### src/hazard_settings.svh
`ifndef HAZARD_SETTINGS_SVH
`define HAZARD_SETTINGS_SVH

// sizes shared by the hazard unit and its package

`define REG_FILE_ADDR_WIDTH 5           // register index, 32 entry file
`define ISA_WIDTH           32          // pc width

// last word address of instruction memory
// fetching past it means the program fell through
`define PC_MAX_VALUE        32'h0000_3ffc

`define STAGE_CNT           5           // if, id, ex, mem, wb
`define STAGE_CNT_WIDTH     3           // gap counter, counts up to STAGE_CNT

`endif

### src/hazard_pkg.sv
`default_nettype none

`include "hazard_settings.svh"

package hazard_pkg;

    // command to one stage register
    typedef enum logic [1:0] {
        HAZD_CTL_NORMAL = 2'b00,                        // latch the next instruction
        HAZD_CTL_RETRY  = 2'b01,                        // keep the current content
        HAZD_CTL_NO_OP  = 2'b10                         // load a bubble
    } hazd_ctl_t;

    // issue shown on the status display
    typedef enum logic [2:0] {
        ISSUE_NONE        = 3'd0,
        ISSUE_DATA        = 3'd1,                       // data hazard stall
        ISSUE_PAUSE       = 3'd2,                       // user pause, pipeline drained
        ISSUE_FALLTHROUGH = 3'd3,                       // pc ran past the program
        ISSUE_UART        = 3'd4,                       // program rewrite in progress
        ISSUE_KEYPAD      = 3'd5                        // waiting for keypad entry
    } issue_t;

    // operands of the instruction in decode
    typedef struct packed {
        logic [`REG_FILE_ADDR_WIDTH-1:0] src1_idx;      // first source register
        logic [`REG_FILE_ADDR_WIDTH-1:0] src2_idx;      // second source register
        logic [`REG_FILE_ADDR_WIDTH-1:0] dest_idx;      // destination, or store data source
        logic                            branch;        // branch compares in id
        logic                            store;         // store instruction
    } id_regs_t;

    // what an in-flight instruction will write back
    typedef struct packed {
        logic                            reg_write;     // writes the register file
        logic                            mem_read;      // load, data ready after mem
        logic [`REG_FILE_ADDR_WIDTH-1:0] dest_idx;
    } stage_dest_t;

    // one control per stage register
    typedef struct packed {
        hazd_ctl_t if_ctl;
        hazd_ctl_t id_ctl;
        hazd_ctl_t ex_ctl;
        hazd_ctl_t mem_ctl;
        hazd_ctl_t wb_ctl;
    } stage_ctl_t;

endpackage

`default_nettype wire

### src/dependency_check.sv
`timescale 1ns/10ps
`default_nettype none

`include "hazard_settings.svh"

module dependency_check (
    input  hazard_pkg::id_regs_t    id_regs,            // operands of the decode stage
    input  hazard_pkg::stage_dest_t ex_dest,            // instruction in ex
    input  hazard_pkg::stage_dest_t mem_dest,           // instruction in mem
    input  logic [`ISA_WIDTH-1:0]   pc,                 // current fetch address
    output logic                    data_hazard,        // decode has to wait
    output logic                    fallthrough         // fetch reached the last word
);

    logic src1_valid;                                   // x0 is hardwired, never a dependency
    logic src2_valid;
    logic store_valid;
    logic ex_match;
    logic mem_match;

    assign src1_valid  = (id_regs.src1_idx != '0);
    assign src2_valid  = (id_regs.src2_idx != '0);
    assign store_valid = id_regs.store & (id_regs.dest_idx != '0);   // store data comes from dest

    // result still in ex, not forwardable to a branch or after a load
    assign ex_match =
        (ex_dest.reg_write &
            ((src1_valid & (id_regs.src1_idx == ex_dest.dest_idx)) |
             (src2_valid & (id_regs.src2_idx == ex_dest.dest_idx)))) |
        (store_valid & (id_regs.dest_idx == ex_dest.dest_idx));      // stored value is the ex result

    // result in mem only matters for branches resolved in id
    assign mem_match =
        mem_dest.reg_write &
            ((src1_valid & (id_regs.src1_idx == mem_dest.dest_idx)) |
             (src2_valid & (id_regs.src2_idx == mem_dest.dest_idx)));

    assign data_hazard = (id_regs.branch & (ex_match | mem_match)) | // branch needs operands now
                         (ex_dest.mem_read & ex_match);              // load-use, one bubble

    assign fallthrough = (pc == `PC_MAX_VALUE);         // next fetch would leave the program

endmodule

`default_nettype wire

### src/hazard_unit.sv
`timescale 1ns/10ps
`default_nettype none

`include "hazard_settings.svh"

module hazard_unit (
    input  logic                    clk,
    input  logic                    rst_n,
    input  hazard_pkg::id_regs_t    id_regs,            // decode operands
    input  hazard_pkg::stage_dest_t ex_dest,            // from id_ex register
    input  hazard_pkg::stage_dest_t mem_dest,           // from ex_mem register
    input  logic [`ISA_WIDTH-1:0]   pc,                 // from instruction memory
    input  logic                    cpu_pause,          // user pause switch
    input  logic                    uart_write_enable,  // uart rewrite active
    input  logic                    uart_complete,      // uart rewrite done
    input  logic                    input_enable,       // data memory asks for keypad input
    input  logic                    input_complete,     // keypad entry done
    output hazard_pkg::stage_ctl_t  stage_ctl,          // to all five stage registers
    output hazard_pkg::issue_t      issue_type,         // to the vga status display
    output logic                    uart_disable,       // to instruction and data memory
    output logic                    ignore_pause,       // to the input unit
    output logic                    pc_reset,           // to instruction memory
    output logic                    tube_enable         // to the seven segment unit
);

    import hazard_pkg::*;

    logic       data_hazard;
    logic       fallthrough;
    logic       keypad_hold;
    stage_ctl_t next_ctl;
    issue_t     next_issue;

    dependency_check i_dependency_check (
        .id_regs     (id_regs),
        .ex_dest     (ex_dest),
        .mem_dest    (mem_dest),
        .pc          (pc),
        .data_hazard (data_hazard),
        .fallthrough (fallthrough)
    );

    issue_sequencer i_issue_sequencer (
        .clk               (clk),
        .rst_n             (rst_n),
        .data_hazard       (data_hazard),
        .fallthrough       (fallthrough),
        .cpu_pause         (cpu_pause),
        .uart_write_enable (uart_write_enable),
        .uart_complete     (uart_complete),
        .keypad_hold       (keypad_hold),
        .next_ctl          (next_ctl),
        .next_issue        (next_issue),
        .uart_disable      (uart_disable),
        .ignore_pause      (ignore_pause),
        .pc_reset          (pc_reset)
    );

    keypad_freeze i_keypad_freeze (
        .clk            (clk),
        .rst_n          (rst_n),
        .next_ctl       (next_ctl),
        .next_issue     (next_issue),
        .input_enable   (input_enable),
        .input_complete (input_complete),
        .stage_ctl      (stage_ctl),
        .issue_type     (issue_type),
        .tube_enable    (tube_enable),
        .keypad_hold    (keypad_hold)
    );

endmodule

`default_nettype wire

### src/issue_sequencer.sv
`timescale 1ns/10ps
`default_nettype none

`include "hazard_settings.svh"

module issue_sequencer (
    input  logic                   clk,
    input  logic                   rst_n,
    input  logic                   data_hazard,         // from dependency_check
    input  logic                   fallthrough,         // from dependency_check
    input  logic                   cpu_pause,           // level, user pause switch
    input  logic                   uart_write_enable,   // level, rewrite running
    input  logic                   uart_complete,       // strobe, rewrite done
    input  logic                   keypad_hold,         // freeze in progress, hold everything
    output hazard_pkg::stage_ctl_t next_ctl,            // controls for the next cycle
    output hazard_pkg::issue_t     next_issue,          // issue for the next cycle
    output logic                   uart_disable,        // 1 keeps the memories off the uart
    output logic                   ignore_pause,        // pause switch is ignored during rewrite
    output logic                   pc_reset             // one cycle, restart from address 0
);

    import hazard_pkg::*;

    typedef enum logic [1:0] {
        ST_IDLE    = 2'b00,                             // one cycle after reset for the first fetch
        ST_EXECUTE = 2'b01,
        ST_HAZARD  = 2'b10                              // stalled or drained, see issue_q
    } seq_state_t;

    seq_state_t                   state_q;
    seq_state_t                   state_d;
    logic [`STAGE_CNT_WIDTH-1:0]  gap_q;                // bubbles pushed into the pipe so far
    logic [`STAGE_CNT_WIDTH-1:0]  gap_d;
    stage_ctl_t                   ctl_q;                // copy of what the stage registers hold
    stage_ctl_t                   ctl_d;
    issue_t                       issue_q;
    issue_t                       issue_d;
    logic                         uart_disable_d;
    logic                         ignore_pause_d;
    logic                         pc_reset_d;
    logic                         drain;

    assign drain = cpu_pause | fallthrough;             // both empty the pipeline first

    always_comb begin
        state_d        = state_q;                       // hold by default
        gap_d          = gap_q;
        ctl_d          = ctl_q;
        issue_d        = issue_q;
        uart_disable_d = uart_disable;
        ignore_pause_d = ignore_pause;
        pc_reset_d     = 1'b0;                          // pulse only

        case (state_q)
            ST_EXECUTE: begin
                if (data_hazard) begin                  // stall wins, a pause can wait
                    issue_d      = ISSUE_DATA;
                    state_d      = ST_HAZARD;
                    ctl_d.if_ctl = HAZD_CTL_RETRY;      // refetch
                    ctl_d.id_ctl = HAZD_CTL_RETRY;      // redecode
                    ctl_d.ex_ctl = HAZD_CTL_NO_OP;      // bubble into ex
                end else if (drain) begin
                    ctl_d.if_ctl = HAZD_CTL_NO_OP;      // feed bubbles behind the last instruction
                    if (gap_q == `STAGE_CNT_WIDTH'(`STAGE_CNT)) begin
                        gap_d          = '0;            // pipeline is empty now
                        issue_d        = cpu_pause ? ISSUE_PAUSE : ISSUE_FALLTHROUGH;
                        state_d        = ST_HAZARD;
                        uart_disable_d = 1'b0;          // memories may take a rewrite
                    end else begin
                        gap_d = gap_q + 1'b1;
                    end
                end else begin
                    gap_d        = '0;                  // drain must be consecutive
                    ctl_d.if_ctl = HAZD_CTL_NORMAL;
                end
            end

            ST_HAZARD: begin
                case (issue_q)
                    ISSUE_DATA: begin
                        if (!data_hazard) begin
                            issue_d      = ISSUE_NONE;
                            state_d      = ST_EXECUTE;
                            ctl_d.if_ctl = HAZD_CTL_NORMAL;
                            ctl_d.id_ctl = HAZD_CTL_NORMAL;
                            ctl_d.ex_ctl = HAZD_CTL_NORMAL;
                            if (drain) begin            // drain starts right away
                                ctl_d.if_ctl = HAZD_CTL_NO_OP;
                                gap_d        = gap_q + 1'b1;
                            end else begin
                                gap_d = '0;
                            end
                        end
                    end

                    ISSUE_FALLTHROUGH: begin
                        if (!fallthrough) begin         // pc was moved, e.g. by a jump
                            issue_d        = ISSUE_NONE;
                            state_d        = ST_EXECUTE;
                            uart_disable_d = 1'b1;
                            ctl_d.if_ctl   = HAZD_CTL_NORMAL;
                        end else if (uart_write_enable) begin
                            issue_d        = ISSUE_UART;
                            ignore_pause_d = 1'b1;
                        end else if (cpu_pause) begin
                            issue_d    = ISSUE_PAUSE;
                            pc_reset_d = 1'b1;          // run again from the start after pause
                        end
                    end

                    ISSUE_PAUSE: begin
                        if (uart_write_enable) begin
                            issue_d        = ISSUE_UART;
                            ignore_pause_d = 1'b1;      // no resume halfway through a rewrite
                        end else if (!cpu_pause) begin
                            issue_d        = ISSUE_NONE;
                            state_d        = ST_EXECUTE;
                            uart_disable_d = 1'b1;
                            ctl_d.if_ctl   = HAZD_CTL_NORMAL;
                        end
                    end

                    ISSUE_UART: begin
                        if (uart_complete) begin
                            issue_d        = ISSUE_PAUSE;
                            ignore_pause_d = 1'b0;
                            pc_reset_d     = 1'b1;      // new program starts at 0
                        end
                    end

                    default: begin
                        issue_d = issue_q;
                    end
                endcase
            end

            default: begin
                state_d = ST_EXECUTE;                   // idle lasts one cycle
            end
        endcase
    end

    always_ff @(posedge clk) begin
        if (!rst_n) begin
            state_q      <= ST_IDLE;
            gap_q        <= '0;
            ctl_q        <= '{default: HAZD_CTL_NORMAL};
            issue_q      <= ISSUE_NONE;
            uart_disable <= 1'b1;
            ignore_pause <= 1'b0;
        end else if (!keypad_hold) begin                // frozen while keypad entry runs
            state_q      <= state_d;
            gap_q        <= gap_d;
            ctl_q        <= ctl_d;
            issue_q      <= issue_d;
            uart_disable <= uart_disable_d;
            ignore_pause <= ignore_pause_d;
        end
    end

    always_ff @(posedge clk) begin
        if (!rst_n) begin
            pc_reset <= 1'b0;
        end else begin
            pc_reset <= pc_reset_d & ~keypad_hold;      // never held, stays a single pulse
        end
    end

    assign next_ctl   = ctl_d;
    assign next_issue = issue_d;

endmodule

`default_nettype wire

### src/keypad_freeze.sv
`timescale 1ns/10ps
`default_nettype none

module keypad_freeze (
    input  logic                   clk,
    input  logic                   rst_n,
    input  hazard_pkg::stage_ctl_t next_ctl,            // from issue_sequencer
    input  hazard_pkg::issue_t     next_issue,          // from issue_sequencer
    input  logic                   input_enable,        // strobe, keypad value needed
    input  logic                   input_complete,      // strobe, user pressed enter
    output hazard_pkg::stage_ctl_t stage_ctl,           // to the stage registers
    output hazard_pkg::issue_t     issue_type,          // to the status display
    output logic                   tube_enable,         // show keypad entry on the tubes
    output logic                   keypad_hold          // to issue_sequencer
);

    import hazard_pkg::*;

    stage_ctl_t snap_ctl;                               // controls in force before the freeze
    issue_t     snap_issue;
    logic       freeze_start;

    // tube_enable doubles as the frozen flag, it is set exactly while entry runs
    assign freeze_start = input_enable & ~tube_enable;  // a second request while frozen is dropped

    // the sequencer also holds on the entering edge so it matches the snapshot
    assign keypad_hold = tube_enable | input_enable;

    always_ff @(posedge clk) begin
        if (!rst_n) begin
            stage_ctl   <= '{default: HAZD_CTL_NORMAL};
            issue_type  <= ISSUE_NONE;
            tube_enable <= 1'b0;
        end else if (tube_enable) begin
            if (input_complete) begin                   // resume where we stopped
                stage_ctl   <= snap_ctl;
                issue_type  <= snap_issue;
                tube_enable <= 1'b0;
            end
        end else if (freeze_start) begin
            stage_ctl   <= '{default: HAZD_CTL_NO_OP};  // every stage stops
            issue_type  <= ISSUE_KEYPAD;
            tube_enable <= 1'b1;
        end else begin
            stage_ctl  <= next_ctl;                     // normal path, one cycle latency
            issue_type <= next_issue;
        end
    end

    always_ff @(posedge clk) begin
        if (freeze_start) begin
            snap_ctl   <= stage_ctl;                    // taken from the registered outputs
            snap_issue <= issue_type;
        end
    end

endmodule

`default_nettype wire

### config.mk
export PLATFORM = sky130hd
export DESIGN_NAME = hazard_unit
export DESIGN_NICKNAME = d
export VERILOG_FILES = /design/src/hazard_pkg.sv /design/src/dependency_check.sv /design/src/hazard_unit.sv /design/src/issue_sequencer.sv /design/src/keypad_freeze.sv
export VERILOG_INCLUDE_DIRS = /design/src
export SDC_FILE = /design/constraint.sdc
export NUM_CORES = 1
export LEC_CHECK = 0
export ABC_AREA = 1
export BUFFER_PORTS_ARGS = -buffer_cell sky130_fd_sc_hd__buf_2
export CAP_MARGIN = 10
export CORE_MARGIN = 2
export CORE_UTILIZATION = 40
export DETAILED_ROUTE_END_ITERATION = 8
export PLACE_DENSITY = 0.65
export SLEW_MARGIN = 20
export SYNTH_ARGS = -nofsm -noshare
export SYNTH_HDL_FRONTEND = slang
export SYNTH_SLANG_ARGS = --single-unit
### constraint.sdc
create_clock -name clk -period 1.8 [get_ports clk]
set_input_delay 0.36 -clock clk [delete_from_list [all_inputs] [get_ports clk]]
set_output_delay 0.36 -clock clk [all_outputs]
set_load 0.05 [all_outputs]
# Word-level counts from Yosys, hierarchy flattened

Cells that the tools add are included.

Register bits: 44
Latch bits: 0
Bits in writable memories: 0
Memory bits (read-only): 0
Input bits: 70
Output and inout port bits: 17
Memories: 0

Add/subtract/negate cells: 1
Multipliers: 0
Divide/modulo/power cells: 0
Order comparisons: 0
Equal/unequal tests: 29
Shifts and indexed selects: 0
Mux-type cells: 66
Bitwise logic cells: 21
Reductions and logical operators: 9

Operators with widths:

| kind                                                   | count |
|---|---|
| 2-to-1 mux 3 bit                                       | 19 |
| equality test 32 x 14 -> 1 bit (second input constant) | 1 |
| 2-to-1 mux 10 bit                                      | 3 |
| equality test 5 bit                                    | 5 |
| 2-to-1 mux 2 bit                                       | 12 |
| 2-to-1 mux 1 bit                                       | 18 |
| != test 3 bit (second input constant)                  | 5 |
| nonzero test 5 bit                                     | 3 |
| bitwise AND 1 bit                                      | 12 |
| case mux 2 bit (3 select lines)                        | 2 |
| case mux 3 bit (2 select lines)                        | 2 |
| case mux 3 bit (4 select lines)                        | 1 |
| case mux 6 bit (2 select lines)                        | 1 |
| != test 2 bit (second input constant)                  | 5 |
| AND reduction 5 bit                                    | 2 |
| AND reduction 9 bit                                    | 1 |
| 2-to-1 mux 4 bit                                       | 2 |
| AND reduction 8 bit                                    | 1 |
| bitwise OR 1 bit                                       | 7 |
| equality test 3 x 2 -> 1 bit (second input constant)   | 2 |
| equality test 3 bit (second input constant)            | 2 |
| 2-to-1 mux 6 bit                                       | 1 |
| != test 2 x 1 -> 1 bit (second input constant)         | 3 |
| != test 3 x 1 -> 1 bit (second input constant)         | 2 |
| 11 further kinds                                       | 14 |

# Logic depth before layout (Yosys ltp)

Gate-level depths: netlist of the first run.

Word-level depth: 13
Depth in mapped cells: 20
Mapped depth without buffers: 20

# Hierarchy

Synthesis of the first run repeated with hierarchy kept, for this count alone.

Cell total of the unflattened synthesis: 442
Area, all modules: 2911.5 um2

Modules (own cells, without submodules):

| module           | instances | cells an instance | area each (um2) | sequential area each (um2) |
|---|---|---|---|---|
| issue_sequencer  | 1         | 200               | 1249.9          | 340.3 |
| keypad_freeze    | 1         | 139               | 1148.6          | 670.6 |
| dependency_check | 1         | 103               | 513.0           | 0.0 |

# Worst setup path after synthesis of the first run

No wires, ideal clock.

Path kind: reg-to-reg
From: register i_keypad_freeze.tube_enable
To: register i_keypad_freeze.snap_ctl[0] (netlist name) (enable)
Library setup time: 382 ps
Arrival time: 1346 ps
Data required time: 1418 ps
Slack: 72 ps
Cell stages (with the launch flop): 3
Path buffers: 1
Period minus slack after synthesis: 1728 ps
Cells stage by stage: dfxtp_1 clkbuf_1 nor2_1

Longest elaborated chain between the ends: 2

RTL lines:

| item                             | RTL line            | text |
|---|---|---|
| start: declaration               | keypad_freeze.sv:13 | `output logic tube_enable,` |
| start signal: assignment         | keypad_freeze.sv:33 | `tube_enable <= 1'b0;` |
| start signal: assignment         | keypad_freeze.sv:38 | `tube_enable <= 1'b0;` |
| start signal: assignment         | keypad_freeze.sv:43 | `tube_enable <= 1'b1;` |
| NOT 1 bit                        | keypad_freeze.sv:24 | `assign freeze_start = input_enable & ~tube_enable;` |
| bitwise AND 1 bit                | keypad_freeze.sv:24 |  |
| net i_keypad_freeze.freeze_start | keypad_freeze.sv:21 | `logic freeze_start;` |
| end signal: assignment           | keypad_freeze.sv:52 | `snap_ctl <= stage_ctl;` |
| end: declaration                 | keypad_freeze.sv:19 | `stage_ctl_t snap_ctl;` |

The timed path passes the listed nets, and every way through them passes these cells.
A chain may end at the register's enable or synchronous reset.

# Worst setup path after layout of the first run

From: input ex_dest[2] (netlist name)
To: register i_issue_sequencer.gap_q[1]

Longest elaborated chain between the ends: 10
Elaborated cells between the ends (all ways): 16
Those cells by class: eq/ne (5); bitwise (10); reduce/logical (1)

RTL lines:

| item                                   | RTL line                                       | text |
|---|---|---|
| start: declaration                     | hazard_unit.sv:10                              | `input hazard_pkg::stage_dest_t ex_dest,` |
| equality test 5 bit (on tied branches) | dependency_check.sv:28, dependency_check.sv:29 |  |
| bitwise AND 1 bit (on tied branches)   | dependency_check.sv:28, dependency_check.sv:29 |  |
| bitwise OR 1 bit                       | dependency_check.sv:28                         | `((src1_valid & (id_regs.src1_idx == ex_dest.dest_idx)) \|` |
| bitwise AND 1 bit                      | dependency_check.sv:27                         | `(ex_dest.reg_write &` |
| bitwise OR 1 bit (*)                   | dependency_check.sv:29                         | `(src2_valid & (id_regs.src2_idx == ex_dest.dest_idx)))) \|` |
| bitwise OR 1 bit                       | dependency_check.sv:38                         | `assign data_hazard = (id_regs.branch & (ex_match \| mem_match)) \|` |
| bitwise AND 1 bit                      | dependency_check.sv:38                         |  |
| bitwise OR 1 bit (*)                   | dependency_check.sv:38                         |  |
| != test 2 bit (no line)                | --                                             |  |
| AND reduction 5 bit (no line) (*)      | --                                             |  |
| end signal: assignment                 | issue_sequencer.sv:153                         | `gap_q <= gap_d;` |
| end: declaration                       | issue_sequencer.sv:32                          | `` logic [`STAGE_CNT_WIDTH-1:0] gap_q; `` |

Mark *: on every way between the ends. The rest lies on a longest branch, timed or not.

==> results.py, run 1 <==
metrics = {
    "cts": {
        "clk_pin_slew_ns": 0.09,
        "clk_path_buf_depth": 2,
        "cts_tree": "done",
        "numClockSinks": 44,
        "postCtsHoldBufs": 0,
        "h-tree-depth": 2,
        "cts_made_buffers": 5,
        "clock_latency_ns": 0.29,
        "root_buffer": "clkbuf_8",
    },
    "layout": {
        "finish.instance_area_sq_um": 3565,
        "nets": 556,
        "antenna_cells": 0,
        "final_cells": 560,
        "final_cell_mix": "81 x nand2_1, 80 x buf_2, 41 x nor2_1",
        "syn_to_final_growth_pct": 34.96,
        "fillers": 628,
        "final_common_cell": "nand2_1",
        "final_layout_size_suffix_gt1_share_pct": 34.37,
    },
    "synth": {
        "synth_top_cell_by_area": "dfxtp_1",
        "ys_ff_latch": 44,
        "synth_cell_types": 36,
        "seq_area_frac_synth_pct": 38.28,
        "yosys_warnings": 0,
        "synthesis.instances": 368,
        "synth.area.top_cells": "dfxtp_1 23%, edfxtp_1 15%, nand2_1 12%",
        "yosys.area.top_type_share_pct": 23.50,
        "synth_nets": 442,
        "netlist_area_sq_um": 2641,
        "syn_avg_cell_area_sq_um": 7.177,
    },
    "critical_path": {
        "startpoint_type": "input port",
        "crit_chain": "buf_2, xnor2_1, nand2_1, nor2_1, nand2_1, nand2_1, nand2_1, nand2_1, nand2_2, nand2_4, inv_4, nand2_4, nand2_4, nand3_4, nor2_8, buf_4, o211a_1",
        "cp.required_ns": 1.99,
        "crit_top_cell": "nand2_1",
        "critPathMaxFanout": 7,
        "cp_slowest_cell": "o211a_1",
        "worstPathArrival_ns": 1.92,
        "end_kind": "flip-flop",
        "cp_slowest_stage_delay_ns": 0.19,
        "crit_type": "in2reg",
    },
    "sta": {
        "fin_worst_skew_ns": 0.006573,
        "grt_setup_unrepaired": "true",
        "fmax_mhz": 578.2,
        "period_share_pct": 96.08,
        "setup_viol": 0,
        "drv_slew": 0,
        "relSlewSlack_pct": 64.52,
        "fin_crit_ns": 1.729,
        "finalHoldViolations": 0,
        "tightest_slew_ns": 0.5321,
    },
    "outcome": {
        "status": "complete, no violations",
    },
    "floorplanning": {
        "die-area_sq_um": 7269,
        "io_pins": 87,
        "rows": 29,
        "die_w_um": 85.26,
        "start_util_pct": 41.36,
        "die_y_um": 85.26,
        "core_area_sq_um": 6386,
    },
    "global_route": {
        "grt_start_max_net_pins": 21,
        "antenna_found_initial": 0,
        "grt_usage_pct": 19.17,
        "grt_pass1_vias": 2658,
        "grt_pass1_wl_um": 11500,
        "overflow": 0,
    },
    "placed_design": {
        "dpl.hpwl_um": 5423,
        "placed_cells": 549,
        "numPortBuffers": 85,
        "place.gp.congestion": 0.9132,
        "postPlaceCellArea_sq_um": 3327,
    },
    "drt": {
        "routed-via-count": 2771,
        "drt-vias-per-instance": 4.948,
        "drcViolationCount": 0,
        "drt_first_iter_violations": 265,
        "routedWlPerCell_um": 12.52,
        "final_antenna_net_count": 0,
        "routed_wl_um": 7013,
        "firstDrtPassIters": 4,
    },
    "run": {
        "drv_cap": 0,
    },
    "power": {
        "power.density_nw_per_um2": 696.0,
        "p_leak_nw": 1.696,
        "vdd_ir_drop_max_mv": 0.5526,
        "total_power_mw": 2.481,
    },
    "worst_hold_path": {
        "hold_class": "in2reg",
    },
}
[cell type report]
class | instances | area [sq um] | share of cell area (%)
Sequential cell | 44 | 1020 | 28.61
Multi-Input combinational cell | 274 | 1541 | 43.24
Timing Repair Buffer | 114 | 655.6 | 18.39
Clock buffer | 5 | 68.82 | 1.931
Clock inverter | 3 | 18.77 | 0.5265
Tap cell | 77 | 96.34 | 2.703
Inverter | 43 | 163.9 | 4.598
[Yosys cell counts]
cell type	n
a2111oi_0	1
a21oi_1	25
a21oi_2	3
a311oi_1	1
and3_1	1
buf_1	1
buf_2	1
buf_4	1
clkbuf_1	4
clkinv_1	1
dfxtp_1	31
edfxtp_1	13
ha_1	4
inv_1	41
inv_4	1
nand2_1	84
nand2_2	3
nand2_4	4
nand3_1	18
nand3_4	1
nand4_1	8
nor2_1	50
nor2_2	1
nor2_4	1
nor2_8	1
nor3_1	5
o2111ai_1	1
o211a_1	2
o211ai_1	2
o21ai_0	27
o21ai_1	6
o221a_2	1
o22ai_1	2
or2_2	1
xnor2_1	18
xor2_1	3
[what timing repair did]
item	CTS	global route
resized for setup	2	40
setup buffers	0	3
pin swaps	0	6
setup endpoints to repair	2	18
[layer usage]
metal  share of wire, %  GRT usage [%]  vias up
li1                   -              -     1431
met1                 44          24.58     1279
met2                 51          34.59       59
met3                4.4          2.821        2
met4               0.41          3.175        0
met5                  0              0        -
[critical path: cells and delay by family]
family,cells,cell delay [ns]
compound gates,1,0.19
simple gates,12,0.90
buf+inv,3,0.34
xor+xnor,1,0.13
[metrics by stage]
stage                     hold slack [ns]  setup TNS (ns)  utilization (%)  worst slack [ns]
after floorplan                    0.4348               0                -           0.07165
after global placement             0.4315          -2.904            52.10           -0.2205
after detailed placement           0.4352          -3.182            52.10           -0.2412
after CTS                          0.3843               0            53.51          0.009893
after global routing               0.4186         -0.1696            55.82          -0.03638
final                              0.3910               0            55.82           0.07058
[cells by family (layout without fill, tap and decap cells)]
logic type	Yosys count	after routing	synth area share, %
and+or+nand+nor	178	178	30.27
xor gates and xnor gates	21	21	6.964
AOI/OAI and AO/OA	71	71	15.21
DFF	44	44	38.28
adders and majority gates	4	4	1.895
buffers and inverters	50	165	7.390
[power by group]
group	switching [mW]	internal [mW]
Combinational	0.446	0.292
Sequential	0.0452	1.09
Clock	0.336	0.268
Total	0.828	1.65
[final timing paths]
| kind | from | endpoint | slack (ns) | cells past startpoint |
|---|---|---|---|---|
| worst max-delay path | ex_dest[2] | i_issue_sequencer.gap_q[1] | 0.07 | 17 |
| worst min-delay path | uart_complete | i_issue_sequencer.pc_reset | 0.39 | 3 |
| worst max register to register | i_issue_sequencer.issue_q[1] | i_keypad_freeze.stage_ctl[9] | 0.16 | 14 |
| worst min register to register | i_keypad_freeze.issue_type[2] | i_keypad_freeze.snap_issue[2] | 0.46 | 0 |
[registers in the layout (all words and copies together), names as in the netlist]
| signal | cells |
|---|---|
| i_issue_sequencer.ctl_q | 6 |
| i_issue_sequencer.gap_q | 3 |
| i_issue_sequencer.ignore_pause | 1 |
| i_issue_sequencer.issue_q | 3 |
| i_issue_sequencer.pc_reset | 1 |
| i_issue_sequencer.state_q | 2 |
| i_issue_sequencer.uart_disable | 1 |
| i_keypad_freeze.issue_type | 3 |
| i_keypad_freeze.snap_ctl | 10 |
| i_keypad_freeze.snap_issue | 3 |
| i_keypad_freeze.stage_ctl | 10 |
| i_keypad_freeze.tube_enable | 1 |
Power figures use the tool's default switching activity.
==> run 2, diff against run 1 <==
PLACE_DENSITY = 0.66   (was 0.65)
==> results.py, run 2 (synthesis gave the netlist of run 1 again) <==
metrics = {
    "outcome": {
        "status": "complete, no violations",
    },
    "power": {
        "vdd_ir_drop_max_mv": 0.6806,
        "internal_power_mw": 1.826,
        "p_leak_nw": 1.724,
        "seqPwrFrac_pct": 42.9,
        "comb_power_share_pct": 29.6,
        "total_power_mw": 2.650,
        "power.density_nw_per_um2": 717.7,
        "switching_share_pct": 31.10,
        "pwr-share-clk_pct": 27.5,
        "switchingPower_mw": 0.8242,
    },
    "drt": {
        "drt_first_iter_violations": 147,
        "drt-vias-per-instance": 4.888,
        "final_antenna_net_count": 0,
        "drcViolationCount": 0,
        "firstDrtPassIters": 4,
        "routedWlPerCell_um": 12.25,
        "routed_wl_um": 6884,
        "routed-via-count": 2747,
    },
    "critical_path": {
        "critPathMaxFanout": 7,
        "cp.required_ns": 1.99,
        "crit_chain": "buf_2, xnor2_1, nand2_1, nor2_1, nand2_1, nand2_1, nand2_1, nand2_1, nand2_2, nand2_4, nand2_4, buf_6, nand3_4, nor2_8, o211a_1",
        "end_kind": "flip-flop",
        "crit_type": "in2reg",
        "cp_top_family": "simple AND/OR/NAND/NOR gates",
        "crit_top_cell": "nand2_1",
        "cp_slowest_stage_delay_ns": 0.21,
        "cp_num_buf_inv": 2,
        "startpoint_type": "input port",
        "cp_slowest_cell": "o211a_1",
        "worstPathArrival_ns": 1.94,
    },
    "floorplanning": {
        "die-area_sq_um": 7269,
        "io_pins": 87,
        "start_util_pct": 41.36,
        "core_area_sq_um": 6386,
        "die_w_um": 85.26,
        "die_y_um": 85.26,
        "rows": 29,
    },
    "sta": {
        "fin_crit_ns": 1.751,
        "fin_worst_skew_ns": 0.006678,
        "grt_setup_unrepaired": "true",
        "period_share_pct": 97.30,
        "tightest_slew_ns": 0.5316,
        "finalHoldViolations": 0,
        "setup_viol": 0,
        "relSlewSlack_pct": 64.47,
        "drv_slew": 0,
        "final.setup.worst_slack_ns": 0.04862,
        "tns_ns": 0,
        "fmax_mhz": 571.0,
    },
    "placed_design": {
        "dpl.hpwl_um": 5219,
        "dp_slack_ns": -0.2157,
        "numPortBuffers": 85,
        "place.gp.congestion": 0.8943,
    },
    "global_route": {
        "grt_usage_pct": 17.94,
        "grt_start_max_net_pins": 21,
        "grt_pass1_wl_um": 10810,
        "grt_pass1_vias": 2564,
        "antenna_found_initial": 0,
        "overflow": 0,
    },
    "cts": {
        "clk_pin_slew_ns": 0.08,
        "h-tree-depth": 2,
        "cts_made_buffers": 5,
        "clk_path_buf_depth": 2,
        "clock_latency_ns": 0.29,
        "root_buffer": "clkbuf_8",
        "cts_tree": "done",
        "postCtsHoldBufs": 0,
        "numClockSinks": 44,
    },
    "run": {
        "drv_cap": 0,
    },
    "worst_hold_path": {
        "hold_class": "in2reg",
    },
    "layout": {
        "largestRegisters": "i_keypad_freeze.snap_ctl x10, i_keypad_freeze.stage_ctl x10, i_issue_sequencer.ctl_q x6",
        "fillers": 572,
        "final_layout_size_suffix_gt1_share_pct": 37.73,
        "syn_to_final_growth_pct": 39.79,
        "final_common_cell": "buf_2",
        "nets": 558,
        "final_cell_mix": "76 x buf_2, 73 x nand2_1, 40 x inv_1",
        "antenna_cells": 0,
    },
}
## run 2: cell count changes in the layout (fill, tap and decap cells not counted), moves of 4 or more
| cell | previous run | this run |
|---|---|---|
| nand2_1 | 81 | 73 |
| nand2_2 | 6 | 13 |
| buf_6 | 0 | 5 |
| buf_2 | 80 | 76 |
## run 2: worst reg2reg max path: stages (launching register included)
cell     delay (ns)
dfxtp_2        0.37
inv_1          0.11
nor2_2         0.12
inv_1          0.05
nor2_1         0.16
o21ai_1        0.15
nand3_1        0.13
nand2_1        0.06
nand3_1        0.07
nand2_1        0.05
nand2_1        0.06
nand2_1        0.05
nand2_2        0.06
nand2_2        0.05
a21oi_2        0.10
## run 2: final timing paths
path / start / to / slack [ns] / cells after the start
hold reg to reg: i_keypad_freeze.issue_type[0] / i_keypad_freeze.snap_issue[0] / 0.45 / 0
hold / removal: uart_complete / i_issue_sequencer.pc_reset / 0.41 / 3
setup / recovery: ex_dest[2] / i_issue_sequencer.gap_q[0] / 0.05 / 15
setup reg to reg: i_issue_sequencer.issue_q[1] / i_keypad_freeze.stage_ctl[9] / 0.14 / 14
## run 2: timing repair
item	CTS	global route
endpoints found under the setup margin	0	19
resized for setup	0	70
buffers inserted	0	3
## run 2: layer usage
| layer | vias to the layer above | part of all wire, % | track usage, % |
|---|---|---|---|
| met5 | - | 0 | 0 |
| li1 | 1440 | - | - |
| met1 | 1260 | 44 | 22.11 |
| met2 | 45 | 52 | 32.32 |
| met4 | 0 | 0.41 | 4.762 |
| met3 | 2 | 3.5 | 2.918 |
## run 2: per-stage QoR
stage / hold WS [ns] / utilization [%] / area [sq um] / std cells
3_3_place_gp: 0.4310 / 52.33 / 3342 / 551
2_1_floorplan: 0.4348 / - / 2641 / 368
3_5_place_dp: 0.4341 / 52.33 / 3342 / 551
4_1_cts: 0.4047 / 54.02 / 3450 / 559
6_report: 0.4101 / 57.82 / 3692 / 562
5_1_grt: 0.4287 / 57.82 / 3692 / 562
## run 2: area by class of cell
cell class	instances	area (sq um)	share of cell area, %
multi-input cells	274	1593	43.14
flip-flops and latches	44	1017	27.55
clock inverters	2	35.03	0.9488
inverters	43	163.9	4.439
well taps	77	96.34	2.609
clock buffers	6	72.57	1.965
repair buffers	116	714.4	19.35
## run 2: power groups by stage
stage | logic (mW) | clock network, mW | registers [mW]
2_1_floorplan | 0.345 | 0 | 1.24
3_3_place_gp | 0.692 | 0 | 1.15
3_5_place_dp | 0.700 | 0 | 1.15
4_1_cts | 0.705 | 0.754 | 1.13
5_1_grt | 0.860 | 0.789 | 1.15
6_report | 0.784 | 0.730 | 1.14
